## src/mem_cfg_pkg.sv

```systemverilog
package mem_cfg_pkg;

    // Memory geometry
    // --------------------------------------------------
    localparam int unsigned MEM_BYTES = 2048;

    // Byte index into the array, wraps inside the memory
    localparam int unsigned MEM_IDX_W = $clog2(MEM_BYTES);

    // Bus widths
    // --------------------------------------------------
    // Wider than the memory so that out-of-range requests can be issued
    localparam int unsigned ADDR_W      = 32;
    localparam int unsigned VALUE_W     = 64;
    localparam int unsigned VALUE_BYTES = VALUE_W / 8;
    localparam int unsigned INSTR_W     = 32;
    localparam int unsigned TAG_W       = 4;

    // Answer timing
    // --------------------------------------------------
    // Registers between the access unit and the output buffer
    localparam int unsigned LAT_STAGES = 2;

endpackage

```

## src/mem_txn_pkg.sv

```systemverilog
package mem_txn_pkg;

    // Access kinds
    typedef enum logic [1:0] {
        ACC_INSTR = 2'd0,
        ACC_LD    = 2'd1,
        ACC_ST    = 2'd2
    } acc_type_t;

    // Load/store width, encoded as log2 of the byte count
    typedef enum logic [1:0] {
        LS_BYTE   = 2'd0,
        LS_HALF   = 2'd1,
        LS_WORD   = 2'd2,
        LS_DOUBLE = 2'd3
    } ls_size_t;

    // Cause values follow the RISC-V mcause numbering
    // E_UNKNOWN takes a reserved slot, E_NONE sits at the top
    typedef enum logic [3:0] {
        E_I_ADDR_MISALIGNED  = 4'h0,
        E_I_ACCESS_FAULT     = 4'h1,
        E_LD_ADDR_MISALIGNED = 4'h4,
        E_LD_ACCESS_FAULT    = 4'h5,
        E_ST_ADDR_MISALIGNED = 4'h6,
        E_ST_ACCESS_FAULT    = 4'h7,
        E_UNKNOWN            = 4'ha,
        E_NONE               = 4'hf
    } except_code_t;

    // Request from the core
    typedef struct packed {
        logic [mem_cfg_pkg::TAG_W-1:0]   tag;
        acc_type_t                       acc_type;
        ls_size_t                        ls_size;
        logic [mem_cfg_pkg::ADDR_W-1:0]  addr;
        logic [mem_cfg_pkg::VALUE_W-1:0] value;
    } mem_req_t;

    // Answer to the core
    typedef struct packed {
        logic [mem_cfg_pkg::TAG_W-1:0]   tag;
        acc_type_t                       acc_type;
        logic [mem_cfg_pkg::ADDR_W-1:0]  addr;
        logic [mem_cfg_pkg::VALUE_W-1:0] value;
        logic                            except_raised;
        except_code_t                    except_code;
    } mem_ans_t;

    // Number of bytes touched by an access of the given size
    function automatic logic [3:0] size_bytes(input ls_size_t size);
        return 4'd1 << size;
    endfunction

endpackage

```

## src/mem_port_access.sv

```systemverilog
`timescale 1ns/100ps

module mem_port_access #(
    parameter bit INSTR_ONLY = 1'b0
) (
    input  logic                            req_valid_i,
    input  logic                            req_ready_i,
    input  mem_txn_pkg::mem_req_t           req_i,
    output mem_txn_pkg::mem_ans_t           ans_o,
    output logic [mem_cfg_pkg::ADDR_W-1:0]  mem_addr_o,
    output mem_txn_pkg::ls_size_t           mem_size_o,
    output logic                            mem_we_o,
    output logic [mem_cfg_pkg::VALUE_W-1:0] mem_wdata_o,
    input  logic [mem_cfg_pkg::VALUE_W-1:0] mem_rdata_i
);
    import mem_cfg_pkg::*;
    import mem_txn_pkg::*;

    ls_size_t        eff_size;
    logic [3:0]      nbytes;
    logic [ADDR_W:0] last_byte;
    logic            misaligned;
    logic            out_of_range;
    logic            supported;
    logic            except_raised;
    except_code_t    except_code;

    // Request checks
    // --------------------------------------------------
    // A fetch is always one word, whatever ls_size says
    assign eff_size = (req_i.acc_type == ACC_INSTR) ? LS_WORD : req_i.ls_size;
    assign nbytes   = size_bytes(eff_size);

    assign misaligned = |(req_i.addr[2:0] & (nbytes[2:0] - 3'd1));

    // One extra bit so the sum cannot wrap
    assign last_byte    = {1'b0, req_i.addr} + (ADDR_W+1)'(nbytes) - 1;
    assign out_of_range = last_byte > (ADDR_W+1)'(MEM_BYTES - 1);

    always_comb begin : p_supported
        if (INSTR_ONLY) begin
            supported = (req_i.acc_type == ACC_INSTR);
        end else begin
            supported = req_i.acc_type inside {ACC_INSTR, ACC_LD, ACC_ST};
        end
    end

    // Misalignment wins over range, range over access type
    always_comb begin : p_except
        except_raised = 1'b1;
        except_code   = E_UNKNOWN;
        if (misaligned) begin
            case (req_i.acc_type)
                ACC_INSTR: except_code = E_I_ADDR_MISALIGNED;
                ACC_LD:    except_code = E_LD_ADDR_MISALIGNED;
                ACC_ST:    except_code = E_ST_ADDR_MISALIGNED;
                default:   except_code = E_UNKNOWN;
            endcase
        end else if (out_of_range) begin
            case (req_i.acc_type)
                ACC_INSTR: except_code = E_I_ACCESS_FAULT;
                ACC_LD:    except_code = E_LD_ACCESS_FAULT;
                ACC_ST:    except_code = E_ST_ACCESS_FAULT;
                default:   except_code = E_UNKNOWN;
            endcase
        end else if (!supported) begin
            except_code = E_UNKNOWN;
        end else begin
            except_raised = 1'b0;
            except_code   = E_NONE;
        end
    end

    // Answer
    // --------------------------------------------------
    always_comb begin : p_answer
        ans_o.tag           = req_i.tag;
        ans_o.acc_type      = req_i.acc_type;
        ans_o.addr          = req_i.addr;
        ans_o.value         = '0;
        ans_o.except_raised = except_raised;
        ans_o.except_code   = except_code;
        // Faulting requests and stores carry no data back
        if (!except_raised && req_i.acc_type != ACC_ST) begin
            ans_o.value = mem_rdata_i;
        end
    end

    // Memory side
    assign mem_addr_o  = req_i.addr;
    assign mem_size_o  = eff_size;
    assign mem_wdata_o = req_i.value;

    // Only a store that actually transfers may write
    assign mem_we_o = req_valid_i && req_ready_i && (req_i.acc_type == ACC_ST)
                      && !except_raised;

endmodule

```

## config.mk

```make
export PLATFORM = sky130hd
export DESIGN_NAME = mem_port_access
export DESIGN_NICKNAME = d
export VERILOG_FILES = /design/src/mem_cfg_pkg.sv /design/src/mem_txn_pkg.sv /design/src/mem_port_access.sv
export SDC_FILE = /design/constraint.sdc
export NUM_CORES = 1
export LEC_CHECK = 0
export BUFFER_PORTS_ARGS = -buffer_cell sky130_fd_sc_hd__buf_4
export CAP_MARGIN = 0
export CELL_PAD_IN_SITES_DETAIL_PLACEMENT = 1
export CELL_PAD_IN_SITES_GLOBAL_PLACEMENT = 1
export CORE_AREA = 2 2 148 150
export DETAILED_ROUTE_END_ITERATION = 10
export DIE_AREA = 0 0 150 152
export PLACE_DENSITY_LB_ADDON = 0.1
export SLEW_MARGIN = 40
export SYNTH_ARGS = -nofsm -noshare
export SYNTH_HDL_FRONTEND = slang
export SYNTH_SLANG_ARGS = --single-unit
```

## constraint.sdc

```tcl
create_clock -name vclk -period 14.6
set_clock_uncertainty 0.2 [all_clocks]
set_input_delay 2.19 -clock vclk [all_inputs]
set_output_delay 2.19 -clock vclk [all_outputs]
set_load 0.02 [all_outputs]
```

==> results by group <==
Run status
  – Outcome: complete, no violations

Cells and area
  – Final core occ: 21.8%
  – Diode count: 0
  – Layout overhead on the synthesized area: 27.2%
  – Reg area: 0 sq um
  – Net count reported at finish: 836
  – Fraction of final layout cells sized beyond drive strength 1: 40.5%
  – Clk_buf instances: 0
  – Flip-flop and latch count: 0

Die
  – Starting density of the core: 17.2%
  – Die outline height: 152 um
  – Placeable core region: 21400 sq um
  – Floorplan die area: 22800 sq um
  – Top-level I/O count: 376
  – Row count: 54
  – Die width: 150 um

Drt
  – Initial DRC Count: 104
  – DRC: 0
  – Average wire per standard cell: 18.8 um
  – Detail-routed via count per cell: 4.30
  – Number of iterations in the first detailed-routing pass: 4
  – Via total after detailed routing: 3885
  – Final antenna-violating net count: 0
  – Wire length reported by the detailed router: 17.0 mm

Setup path
  – Crit path required time: 12210 ps
  – Worst setup SP type: input port
  – Type of the setup path with the least slack: in -> out
  – Element type at the critical path end: output port
  – Worst Path Max Fanout: 64
  – Data arrival time at the worst-slack endpoint: 6710 ps

Power
  – Areal power density over the cells: 32.5 nW/um^2
  – Reported leakage power: 0.00240 uW
  – IR drop worst, VDD: 0.0000104 V

Clock network
  – Number of setup buffers added after CTS: 0
  – Post-cts sizing count: 0
  – CTS Hold Buffers Added: 0

STA
  – Fmax achieved: 110 MHz
  – Setup TNS: 0 ps
  – Total of endpoints with negative setup slack in the final report: 0
  – Share of the clock period used by the worst path after layout: 62.3%
  – Final period demand of the worst path: 9100 ps
  – Final Hold Viols: 0
  – Final-report max-slew violation count: 0
  – Worst slew slack as a fraction of its limit: 55.0%
  – Slew at the pin closest to its max-slew limit: 674 ps
  – Setup repair after global routing missed its margin: no

Logic synthesis
  – Count of mapped cells out of synthesis: 537
  – Portion of the post-synthesis area used by sequential elements: 0%
  – Number of distinct library cells after synthesis: 52
  – Average cell area after synthesis: 6.83 sq um
  – Post-synthesis net count: 747
  – Synthesis warning total: 0
  – Cell area after synthesis: 3670 sq um

Global routing
  – All-Layer GR Usage: 13.8%
  – Number of antenna violations at the first check in global routing: 0
  – Vias in the first global route: 3973
  – Grt ovf: 0
  – Wire length of the first global-routing pass: 24.4 mm
  – Pin count of the biggest net entering global routing: 65

Placement
  – IO Port Bufs: 240
  – Last weighted congestion value of the routability-driven placer: 0.775
  – Total half-perimeter wirelength after legalization and detailed placement: 15.4 mm

Worst hold path
  – End point of the most critical hold path: mem_wdata_o[23]
  – Number of cells on the worst hold path: 0
  – Launch instance of the worst min-delay path: req_i[23]
  – Hold crit path type: in -> out

Run
  – Max cap viols: 0
## how the worst max path moves through the flow
stage	endpoint	slack [ps]	cells after the start	from
after floorplan	ans_o[10]	6190	19	req_i[98]
after global placement	ans_o[63]	5370	19	req_i[98]
after detailed placement	ans_o[13]	5230	19	req_i[98]
after CTS	ans_o[13]	5210	19	req_i[98]
after global routing	ans_o[13]	5090	19	req_i[98]
final	ans_o[13]	5500	19	req_i[98]
## critical path, stage by stage
cell                       delay (ps)
sky130_fd_sc_hd__buf_4            100
sky130_fd_sc_hd__inv_1             60
sky130_fd_sc_hd__ha_1             220
sky130_fd_sc_hd__nor2b_1          240
sky130_fd_sc_hd__nand2b_1          90
sky130_fd_sc_hd__ha_1             280
sky130_fd_sc_hd__inv_1             40
sky130_fd_sc_hd__ha_1             220
sky130_fd_sc_hd__fa_1             380
sky130_fd_sc_hd__a211oi_2         250
sky130_fd_sc_hd__o211a_1          200
sky130_fd_sc_hd__a211oi_2          60
sky130_fd_sc_hd__or3_1            360
sky130_fd_sc_hd__a211oi_1         360
sky130_fd_sc_hd__o211ai_1         160
sky130_fd_sc_hd__nor4_2           410
sky130_fd_sc_hd__and4b_4          680
sky130_fd_sc_hd__and2_1           230
sky130_fd_sc_hd__buf_4            160
## routing by layer
| layer | share of wire, % | global-route usage, % | up-vias |
|---|---|---|---|
| li1 | - | - | 1853 |
| met1 | 43 | 17.4 | 1819 |
| met2 | 47 | 24.2 | 209 |
| met3 | 9.6 | 3.90 | 2 |
| met4 | 0 | 0 | 2 |
| met5 | 0.56 | 3.04 | - |
## final cells by class
class                           instances  area (sq um)
Fill cell                            2672         16700
Tap cell                              280           350
Inverter                               48           180
Timing Repair Buffer                  240          1800
Multi-Input combinational cell        336          2330
## stage by stage
| step | power [uW] | hold slack [ps] | instance area (sq um) | worst slack [ps] | std cells |
|---|---|---|---|---|---|
| after floorplan | 128 | 4290 | 3670 | 6190 | 537 |
| after global placement | 153 | 4180 | 4660 | 5370 | 904 |
| after detailed placement | 154 | 4180 | 4660 | 5230 | 904 |
| after CTS | 154 | 4180 | 4660 | 5210 | 904 |
| after global routing | 168 | 4180 | 4660 | 5090 | 904 |
| final | 151 | 4180 | 4660 | 5500 | 904 |
## logic make-up after synthesis
family          synth area share, %
compound gates                 20.0
xor+xnor                       2.39
fa+ha+maj                      13.9
buf+inv                        36.6
mux                            1.40
simple gates                   25.8
## cell usage in the layout, fill, tap and decap left out, types with 6 or more instances in the layout
cell	synthesis	routed
sky130_fd_sc_hd__a211oi_1	6	6
sky130_fd_sc_hd__a21oi_1	31	31
sky130_fd_sc_hd__and2_1	66	66
sky130_fd_sc_hd__buf_4	138	240
sky130_fd_sc_hd__ha_1	39	39
sky130_fd_sc_hd__inv_1	48	48
sky130_fd_sc_hd__nand2_1	32	32
sky130_fd_sc_hd__nand4_1	12	12
sky130_fd_sc_hd__nor2_1	22	22
sky130_fd_sc_hd__nor3_1	8	8
sky130_fd_sc_hd__o211ai_1	10	10
sky130_fd_sc_hd__o21ai_0	28	28
## where the power goes
group	internal, uW	switching (uW)	total [uW]
sequential	0	0	0
clock	0	0	0
combinational	65.4	86.1	151
## cells in the mapped netlist (all sizes together) (2+ instances only)
master,number,area (sq um)
o2111ai,2,17.5
nor3,8,40.0
a221o,2,20.0
a311o,2,20.0
o21ai,29,145
xnor2,5,43.8
a21oi,34,181
ha,39,488
a21boi,2,15.0
nand2,32,120
buf,151,1150
nand4b,3,26.3
o21a,5,37.5
and2,67,419
o211a,2,20.0
clkbuf,2,8.75
a22oi,3,22.5
inv,48,180
nand2b,5,31.3
a211o,3,26.3
o21bai,2,15.0
nor2,22,82.6
mux2i,4,40.0
or3,2,12.5
o211ai,10,75.1
nor4,3,25.0
a211oi,10,95.1
xor2,5,43.8
nor3b,3,22.5
nand4,12,75.1
nand3,5,25.0
nor2b,3,18.8
Power figures use the tool's default switching activity.
