===== config.mk =====
export PLATFORM = sky130hd
export DESIGN_NAME = mem_spill_cell
export DESIGN_NICKNAME = d
export VERILOG_FILES = /design/src/mem_spill_cell.sv
export SDC_FILE = /design/constraint.sdc
export NUM_CORES = 1
export LEC_CHECK = 0
export BUFFER_PORTS_ARGS = -buffer_cell sky130_fd_sc_hd__buf_2
export CAP_MARGIN = 40
export CORE_AREA = 2 2 39 41
export DETAILED_ROUTE_END_ITERATION = 16
export DIE_AREA = 0 0 41 43
export PLACE_DENSITY_LB_ADDON = 0.25
export SKIP_CTS_REPAIR_TIMING = 1
export SYNTH_ARGS = -nofsm -noshare
export SYNTH_HDL_FRONTEND = slang
export SYNTH_SLANG_ARGS = --single-unit

===== constraint.sdc =====
create_clock -name clk_i -period 1.2 [get_ports clk_i]
set_input_delay 0 -clock clk_i [delete_from_list [all_inputs] [get_ports clk_i]]
set_output_delay 0 -clock clk_i [all_outputs]
set_load 0.005 [all_outputs]

===== src/mem_spill_cell.sv =====
`timescale 1ns/100ps

module mem_spill_cell #(
    parameter type DATA_T = logic
) (
    input  logic  clk_i,
    input  logic  rst_n_i,
    input  logic  flush_i,
    input  logic  valid_i,
    output logic  ready_o,
    input  DATA_T data_i,
    output logic  valid_o,
    input  logic  ready_i,
    output DATA_T data_o
);

    logic  main_valid;
    logic  spill_valid;
    DATA_T main_data;
    DATA_T spill_data;
    logic  accept;
    logic  drain;

    // Handshakes
    // --------------------------------------------------
    // Ready comes from local state only, flush blocks both sides
    assign ready_o = !spill_valid && !flush_i;
    assign valid_o = main_valid && !flush_i;
    assign data_o  = main_data;

    assign accept = valid_i && ready_o;
    assign drain  = valid_o && ready_i;

    // Occupancy
    // --------------------------------------------------
    always_ff @(posedge clk_i) begin : p_state
        if (!rst_n_i) begin
            main_valid  <= 1'b0;
            spill_valid <= 1'b0;
        end else if (flush_i) begin
            main_valid  <= 1'b0;
            spill_valid <= 1'b0;
        end else if (drain) begin
            // Spill entry moves up first, no accept possible then
            if (spill_valid) begin
                spill_valid <= 1'b0;
            end else begin
                main_valid <= accept;
            end
        end else if (accept) begin
            if (main_valid) begin
                spill_valid <= 1'b1;
            end else begin
                main_valid <= 1'b1;
            end
        end
    end

    // Payload
    always_ff @(posedge clk_i) begin : p_data
        if (drain && spill_valid) begin
            main_data <= spill_data;
        end else if (accept && (drain || !main_valid)) begin
            main_data <= data_i;
        end
        if (accept && main_valid && !drain) begin
            spill_data <= data_i;
        end
    end

endmodule


==> flow_metrics.env, run 1 <==
export IMPL_synth_top_area_cell="edfxtp_1"
export IMPL_cp_end_kind="flop"
export IMPL_synth_fp_nets=24
export IMPL_grt_max_degree=7
export IMPL_drive_gt1_share_pct=53.1
export IMPL_cts_clk_slew_worst_paths_ps=40
export IMPL_grt_usage_pct=6.43
export IMPL_critPathMaxStageDelay_ps=320
export IMPL_synthXorXnorAreaFrac_pct=0
export IMPL_finalInstanceArea_um2=308
export IMPL_grt_overflow=0
export IMPL_powerDensity_nw_per_um2=1210
export IMPL_finClkSkew_ps=8.20
export IMPL_vias_per_cell=3.81
export IMPL_p_leak_nw=0.129
export IMPL_io_pins=9
export IMPL_via_count=183
export IMPL_slew_headroom_pct=83.9
export IMPL_cts_made_buffers=3
export IMPL_synth_top_area_share_pct=30.8
export IMPL_setup_viol=0
export IMPL_cap_viol_max_count=0
export IMPL_fin_ws_ps=53.2
export IMPL_area_growth_pct=57.7
export IMPL_tns_ps=0
export IMPL_fmax_mhz=872
export IMPL_path_buf_inv=0
export IMPL_cts_tree="yes"
export IMPL_finalMaxSlewViolations=0
export IMPL_endpoint="data_o$_DFFE_PP_"
export IMPL_dr_pass1_iters=1
export IMPL_diodes=0
export IMPL_die_height_um=43
export IMPL_grt_setup_unrepaired="false"
export IMPL_ff_latch_area_um2=101
export IMPL_drc=0
export IMPL_crit_slowest_cell="dfxtp_2"
export IMPL_grt_pass1_wl_um=683
export IMPL_min_path_type="in -> reg"
export IMPL_fin_util_pct=22.2
export IMPL_rows=14
export IMPL_htreeDepth=1
export IMPL_antenna_found_initial=0
export IMPL_clock_sinks=4
export IMPL_synth_simple_gate_area_share_pct=23.1
export IMPL_final_period_utilization_pct=95.6
export IMPL_status="finished clean"
export IMPL_critical_path_class="reg -> reg"
export IMPL_placed_area_um2=263
export IMPL_timing_rr_start="main_valid$_SDFFE_PP0P_"
export IMPL_preCtsSetupSlack_ps=14.9
export IMPL_wire_per_inst_um=9.29
export IMPL_regToRegSetupSlack_ps=50
export IMPL_syn_cell_area_um2=195
export IMPL_ys_warn_count=0
export IMPL_postSynthCellCount=18
export IMPL_synth_compound_area_share_pct=16.0
export IMPL_peakVddDrop_mv=0.355
export IMPL_fill_cells=154
export IMPL_synthAdderAreaFrac_pct=0
export IMPL_startpoint_type="flop"
export IMPL_wl_um=446
export IMPL_multi_input_area_um2=98.8
export IMPL_synth_top_family_by_area="simple AND/OR/NAND/NOR gates"
export IMPL_synth_distinct_cells=14
export IMPL_finalHoldViolCount=0
export IMPL_crit_required_ps=1190
export IMPL_arrival_ps=1130
export IMPL_worstPathMaxFanout=3
export IMPL_syn_area_per_cell_um2=10.8
export IMPL_drtIter0Drc=0
export IMPL_period_minus_slack_ps=1150
export IMPL_dieArea_um2=1760
export IMPL_grt_pass1_vias=175
export IMPL_core_area_um2=1380
export IMPL_fp_dieW_um=41
export IMPL_cp_depth=3
export IMPL_critPathLaunch="main_valid$_SDFFE_PP0P_"
export IMPL_portBuffers=8
export IMPL_ant_nets=0
export IMPL_worst_skew_pair_late_latency_ps=240
export IMPL_initial_core_util_pct=14.1
export IMPL_path_cells="and2b_2, nand3_2, mux2_4"
export IMPL_cts_root_buf="clkbuf_4"
export IMPL_ys_seq_elements=4
export IMPL_synthMuxAreaShare_pct=7.69
export IMPL_ys_seq_area_share_pct=51.3
export IMPL_cts_buffer_depth=2
export IMPL_place_gp_congestion=0.650
export IMPL_nets=39
export IMPL_synthTopCellsByArea="edfxtp_1 31%, dfxtp_1 21%, mux2_4 7.7%"
export IMPL_r2r_end="data_o$_DFFE_PP_"
export IMPL_reg2reg_depth=3
export IMPL_worst_pin_slew_ps=241
export IMPL_critPathTopFamily="flip-flops"
==> cell type report <==
type / instances / area share, %
Timing Repair Buffer: 10 / 18.7
Clock buffer: 4 / 8.54
Sequential cell: 4 / 32.9
Multi-Input combinational cell: 13 / 32.1
Inverter: 1 / 1.22
Tap cell: 16 / 6.50
==> cell usage after synthesis, drive strengths merged <==
| master | n |
|---|---|
| mux2 | 1 |
| nand2b | 2 |
| nor3b | 1 |
| a21oi | 2 |
| inv | 1 |
| edfxtp | 2 |
| nor2 | 1 |
| a221oi | 1 |
| a211oi | 1 |
| o21ai | 1 |
| dfxtp | 2 |
| nand3 | 1 |
| and2b | 1 |
| nand2 | 1 |
==> per-stage QoR <==
| step | power (mW) | cells | hold slack [ps] |
|---|---|---|---|
| CTS | 0.381 | 47 | -52.6 |
| finish | 0.373 | 48 | 13.8 |
| detailed placement | 0.187 | 43 | 202 |
| global placement | 0.185 | 43 | 195 |
| floorplan | 0.167 | 18 | 26.9 |
| global route | 0.399 | 48 | 3.49 |
==> layout by cell type, fill, tap and decap left out, drive strengths merged <==
master,count
nand2b,2
a21oi,2
and2b,1
nand2,1
inv,1
nand3,1
clkbuf,4
mux2,1
edfxtp,2
nor3b,1
a211oi,1
dlygate4sd3,1
o21ai,1
dfxtp,2
nor2,1
a221oi,1
buf,9
==> flip-flops by register name (all words and copies together), names as in the netlist <==
name,count
spill_valid,1
data_o,1
main_valid,1
spill_data,1
==> logic make-up (layout without fill, tap and decap cells) <==
| group | count (synthesis) | count (layout) |
|---|---|---|
| AND/OR/NAND/NOR | 7 | 7 |
| AO/OA/AOI/OAI | 5 | 5 |
| flip-flops | 4 | 4 |
| multiplexers | 1 | 1 |
| buffers and inverters | 1 | 15 |
==> worst min-delay path by stage <==
| stage | endpoint | slack [ps] | startpoint | cells past startpoint |
|---|---|---|---|---|
| 5_1_grt | spill_valid$_SDFFE_PP0P_ | 3 | ready_i | 2 |
| 6_report | spill_valid$_SDFFE_PP0P_ | 10 | ready_i | 2 |
| 3_5_place_dp | spill_data$_DFFE_PP_ | 200 | data_i | 1 |
| 3_3_place_gp | spill_data$_DFFE_PP_ | 200 | data_i | 1 |
| 2_1_floorplan | ready_o | 30 | flush_i | 1 |
| 4_1_cts | spill_data$_DFFE_PP_ | -50 | data_i | 1 |
==> where the power goes <==
group	leakage, nW	internal (mW)	total (mW)	switching, mW
logic	0.0792	0.0210	0.0387	0.0177
registers	0.0350	0.149	0.151	0.00217
clock network	0.0150	0.125	0.184	0.0588
==> metal layers <==
layer,vias to the layer above,wire length (um),GRT usage (%)
met5,-,0,0
met4,0,0,4.00
met3,0,63,6.28
met2,11,173,7.50
met1,77,209,7.10
li1,95,-,-
(Power assumes the default switching activity.)
==> run 2: changes to the inputs <==
- RECOVER_POWER: default -> 25
- TNS_END_PERCENT: default -> 10
- clock period: 1.2 -> 1.05 ns (I/O delays scaled with it)
==> run 2 against run 1 <==
The run now ends with negative setup slack left. Core utilization rose by 2.4 points. Die area is the same. Count of clock-buffer cells in the layout did not move. Combinational power grew 36%. Worst setup slack worse by 130 ps. Cell count is 6.3% higher. Clock skew rose by 2.4 ps. Wire length increased by 5.2%. Clock power increased by 15%.
==> flow_metrics.env, run 2 (same netlist as run 1, synthesis figures left out) <==
export IMPL_cp_end_kind="flop"
export IMPL_worst_pin_slew_ps=213
export IMPL_powerDensity_nw_per_um2=1270
export IMPL_core_area_um2=1380
export IMPL_status="complete, but fails checks"
export IMPL_placed_area_um2=279
export IMPL_fp_dieW_um=41
export IMPL_reg2reg_depth=3
export IMPL_finalHoldViolCount=0
export IMPL_worstPathMaxFanout=3
export IMPL_grt_pass1_wl_um=683
export IMPL_htreeDepth=1
export IMPL_cts_buffer_depth=2
export IMPL_fill_cells=151
export IMPL_period_minus_slack_ps=1130
export IMPL_drc=0
export IMPL_p_clk_share_pct=48.4
export IMPL_final_cell_mix="7 x buf_2, 4 x buf_4, 3 x clkbuf_4"
export IMPL_dieArea_um2=1760
export IMPL_arrival_ps=1120
export IMPL_via_count=201
export IMPL_antenna_found_initial=0
export IMPL_hold_depth=2
export IMPL_p_int_mw=0.342
export IMPL_p_leak_nw=0.145
export IMPL_setup_viol=2
export IMPL_wire_per_inst_um=9.20
export IMPL_finalInstanceArea_um2=342
export IMPL_place_gp_congestion=0.597
export IMPL_drtIter0Drc=3
export IMPL_final_common_cell="buf_2"
export IMPL_grt_pass1_vias=168
export IMPL_fin_ws_ps=-81.6
export IMPL_ff_latch_area_um2=101
export IMPL_finClkSkew_ps=10.6
export IMPL_rows=14
export IMPL_final_cells=51
export IMPL_vias_per_cell=3.94
export IMPL_grt_setup_unrepaired="true"
export IMPL_dr_pass1_iters=4
export IMPL_crit_required_ps=1040
export IMPL_finalMaxSlewViolations=0
export IMPL_cts_root_buf="clkbuf_4"
export IMPL_cts_made_buffers=3
export IMPL_peakVddDrop_mv=0.760
export IMPL_critPathMaxStageDelay_ps=310
export IMPL_die_height_um=43
export IMPL_ant_nets=0
export IMPL_fmax_mhz=884
export IMPL_worst_skew_pair_late_latency_ps=240
export IMPL_nets=42
export IMPL_wl_um=469
export IMPL_clock_sinks=4
export IMPL_min_path_type="in -> reg"
export IMPL_dp_cells=45
export IMPL_portBuffers=8
export IMPL_hold_slack_ps=26.5
export IMPL_cap_viol_max_count=0
export IMPL_crit_slowest_cell="dfxtp_2"
export IMPL_final_period_utilization_pct=108
export IMPL_combPwrFrac_pct=12.1
export IMPL_seq_power_share_pct=39.5
export IMPL_initial_core_util_pct=14.1
export IMPL_area_growth_pct=75.0
export IMPL_drive_gt1_share_pct=60.0
export IMPL_power_switching_mw=0.0935
export IMPL_startpoint_type="flop"
export IMPL_critical_path_class="reg -> reg"
export IMPL_grt_usage_pct=6.33
export IMPL_io_pins=9
export IMPL_multi_input_area_um2=111
export IMPL_path_cells="and2b_2, nand3_2, mux2_4"
export IMPL_violations="negative setup slack"
export IMPL_grt_overflow=0
export IMPL_p_sw_share_pct=21.5
export IMPL_slew_headroom_pct=85.8
export IMPL_cts_clk_slew_worst_paths_ps=40
export IMPL_diodes=0
export IMPL_cts_tree="yes"
export IMPL_grt_max_degree=6
run 2: path summary, 6_finish.rpt:
check | start | to | slack (ps)
min reg2reg | spill_data$_DFFE_PP_ | data_o$_DFFE_PP_ | 570
max reg2reg | main_valid$_SDFFE_PP0P_ | data_o$_DFFE_PP_ | -80
min | ready_i | spill_valid$_SDFFE_PP0P_ | 30
max | main_valid$_SDFFE_PP0P_ | data_o$_DFFE_PP_ | -80
run 2: through the flow:
step	setup WS (ps)	util (%)	total power, mW	setup TNS (ps)
after floorplan	-91.7	-	0.191	-113
after global placement	-91.7	20.2	0.214	-182
after detailed placement	-117	20.2	0.216	-243
after CTS	-113	22.1	0.434	-236
after global routing	-118	24.7	0.468	-199
final	-81.6	24.7	0.436	-94.5
run 2: power by group through the flow:
stage / sequential, mW / clock (mW) / combinational, mW
after floorplan: 0.175 / 0 / 0.0154
after global placement: 0.175 / 0 / 0.0390
after detailed placement: 0.175 / 0 / 0.0407
after CTS: 0.173 / 0.220 / 0.0409
after global routing: 0.172 / 0.238 / 0.0583
final: 0.172 / 0.211 / 0.0527
run 2: layout make-up:
cell class                      instances  share of cell area, %
Clock buffer                            4                   7.69
Inverter                                1                   1.10
Multi-Input combinational cell         13                   32.6
Timing Repair Buffer                   13                   23.1
Sequential cell                         4                   29.7
Tap cell                               16                   5.86
run 2: routing by layer:
layer / up-vias / part of all wire [%] / GRT usage (%)
li1: 99 / - / -
met1: 93 / 49 / 7.42
met2: 9 / 43 / 6.88
met3: 0 / 8.5 / 7.85
met4: 0 / 0 / 2.00
met5: - / 0 / 0
run 2: worst max-delay path, delay by kind of cell (launching register included):
kind | cells | cell delay [ps]
and+or+nand+nor | 2 | 290
muxes | 1 | 290
DFF | 1 | 310
==> run 3: changes to the inputs <==
- SETUP_SLACK_MARGIN: default -> 0.4
==> run 3 against run 2 <==
The flow finishes with violations (negative hold slack, negative setup slack). Critical endpoint unchanged. Flip-flop and latch count is the same. Largest cell class unchanged. Wire length grew 1.5%. Die area is the same. Clock power is essentially flat. First-iteration DRC count is the same. Count of clock-buffer cells in the layout is the same. Non-clock buffer count shrank 1.
==> flow_metrics.env, run 3 (same netlist as run 1, synthesis figures left out) <==
export IMPL_preCtsSetupSlack_ps=-117
export IMPL_diodes=0
export IMPL_io_pins=9
export IMPL_ant_nets=0
export IMPL_fin_ws_ps=-80.9
export IMPL_peakVddDrop_mv=0.755
export IMPL_drc=0
export IMPL_period_minus_slack_ps=1130
export IMPL_via_count=202
export IMPL_wire_per_inst_um=9.52
export IMPL_cts_clk_slew_worst_paths_ps=40
export IMPL_worst_pin_slew_ps=214
export IMPL_grt_setup_unrepaired="true"
export IMPL_crit_required_ps=1040
export IMPL_die_height_um=43
export IMPL_arrival_ps=1120
export IMPL_finalInstanceArea_um2=338
export IMPL_critical_path_class="reg -> reg"
export IMPL_cts_buffer_depth=2
export IMPL_final_common_cell="buf_2"
export IMPL_area_growth_pct=73.1
export IMPL_portBuffers=8
export IMPL_status="complete, but fails checks"
export IMPL_min_path_type="in -> reg"
export IMPL_grt_pass1_wl_um=683
export IMPL_hold_slack_ps=-18.8
export IMPL_drive_gt1_share_pct=64.7
export IMPL_drtIter0Drc=3
export IMPL_power_total_mw=0.435
export IMPL_cap_viol_max_count=0
export IMPL_vias_per_cell=4.04
export IMPL_finalMaxSlewViolations=0
export IMPL_fmax_mhz=884
export IMPL_place_gp_congestion=0.597
export IMPL_antenna_found_initial=0
export IMPL_grt_max_degree=6
export IMPL_placed_area_um2=279
export IMPL_dp_cells=45
export IMPL_rows=14
export IMPL_dr_pass1_iters=3
export IMPL_fin_util_pct=24.4
export IMPL_grt_overflow=0
export IMPL_finalHoldViolCount=1
export IMPL_dieArea_um2=1760
export IMPL_fp_dieW_um=41
export IMPL_tns_ps=-97.7
export IMPL_final_cell_mix="6 x buf_2, 5 x buf_4, 3 x clkbuf_4, 2 x clkbuf_1, 2 x edfxtp_1"
export IMPL_setup_viol=2
export IMPL_grt_usage_pct=6.33
export IMPL_finClkSkew_ps=10.8
export IMPL_worstPathMaxFanout=3
export IMPL_htreeDepth=1
export IMPL_grt_pass1_vias=168
export IMPL_final_cells=50
export IMPL_startpoint_type="flop"
export IMPL_initial_core_util_pct=14.1
export IMPL_cts_root_buf="clkbuf_4"
export IMPL_wl_um=476
export IMPL_slew_headroom_pct=85.7
export IMPL_cts_tree="yes"
export IMPL_nets=41
export IMPL_p_leak_nw=0.142
export IMPL_clock_sinks=4
export IMPL_violations="negative hold slack, negative setup slack"
export IMPL_final_period_utilization_pct=108
export IMPL_powerDensity_nw_per_um2=1290
export IMPL_cp_end_kind="flop"
export IMPL_cts_made_buffers=3
export IMPL_core_area_um2=1380
export IMPL_worst_skew_pair_late_latency_ps=240
[run 3: cell types whose count changed in the layout (fill, tap and decap cells not counted)]
cell | before | now
a21oi_1 | 2 | 1
a21oi_2 | 0 | 1
buf_2 | 7 | 6
buf_4 | 4 | 5
dlygate4sd3_1 | 1 | 0
[run 3: layout make-up]
class	count	area, um2
fill	151	1050
multi-input combinational	13	115
sequential	4	101
timing repair buffer	12	71.3
clock buffer	4	26.3
tap	16	20.0
inverter	1	3.75
[run 3: worst paths after layout]
check,startpoint,end,slack (ps),cells after the start
min,data_i,spill_data$_DFFE_PP_,-20,1
max reg2reg,main_valid$_SDFFE_PP0P_,data_o$_DFFE_PP_,-80,3
min reg2reg,spill_data$_DFFE_PP_,data_o$_DFFE_PP_,570,1
max,main_valid$_SDFFE_PP0P_,data_o$_DFFE_PP_,-80,3
[run 3: power by group]
group | internal (mW) | switching, mW
clock | 0.143 | 0.0677
combinational | 0.0279 | 0.0239
sequential | 0.170 | 0.00258
[run 3: worst max-delay path, stage by stage, from the launching register on]
cell and delay [ps]:
dfxtp_2 320, and2b_2 210, nand3_2 80, mux2_4 290
[run 3: per-layer routing]
metal / track usage (%) / vias to the layer above / share of wire (%)
met3: 7.85 / 2 / 12
met2: 6.88 / 11 / 42
li1: - / 98 / -
met5: 0 / - / 0
met1: 7.42 / 91 / 46
met4: 2.00 / 0 / 0.84
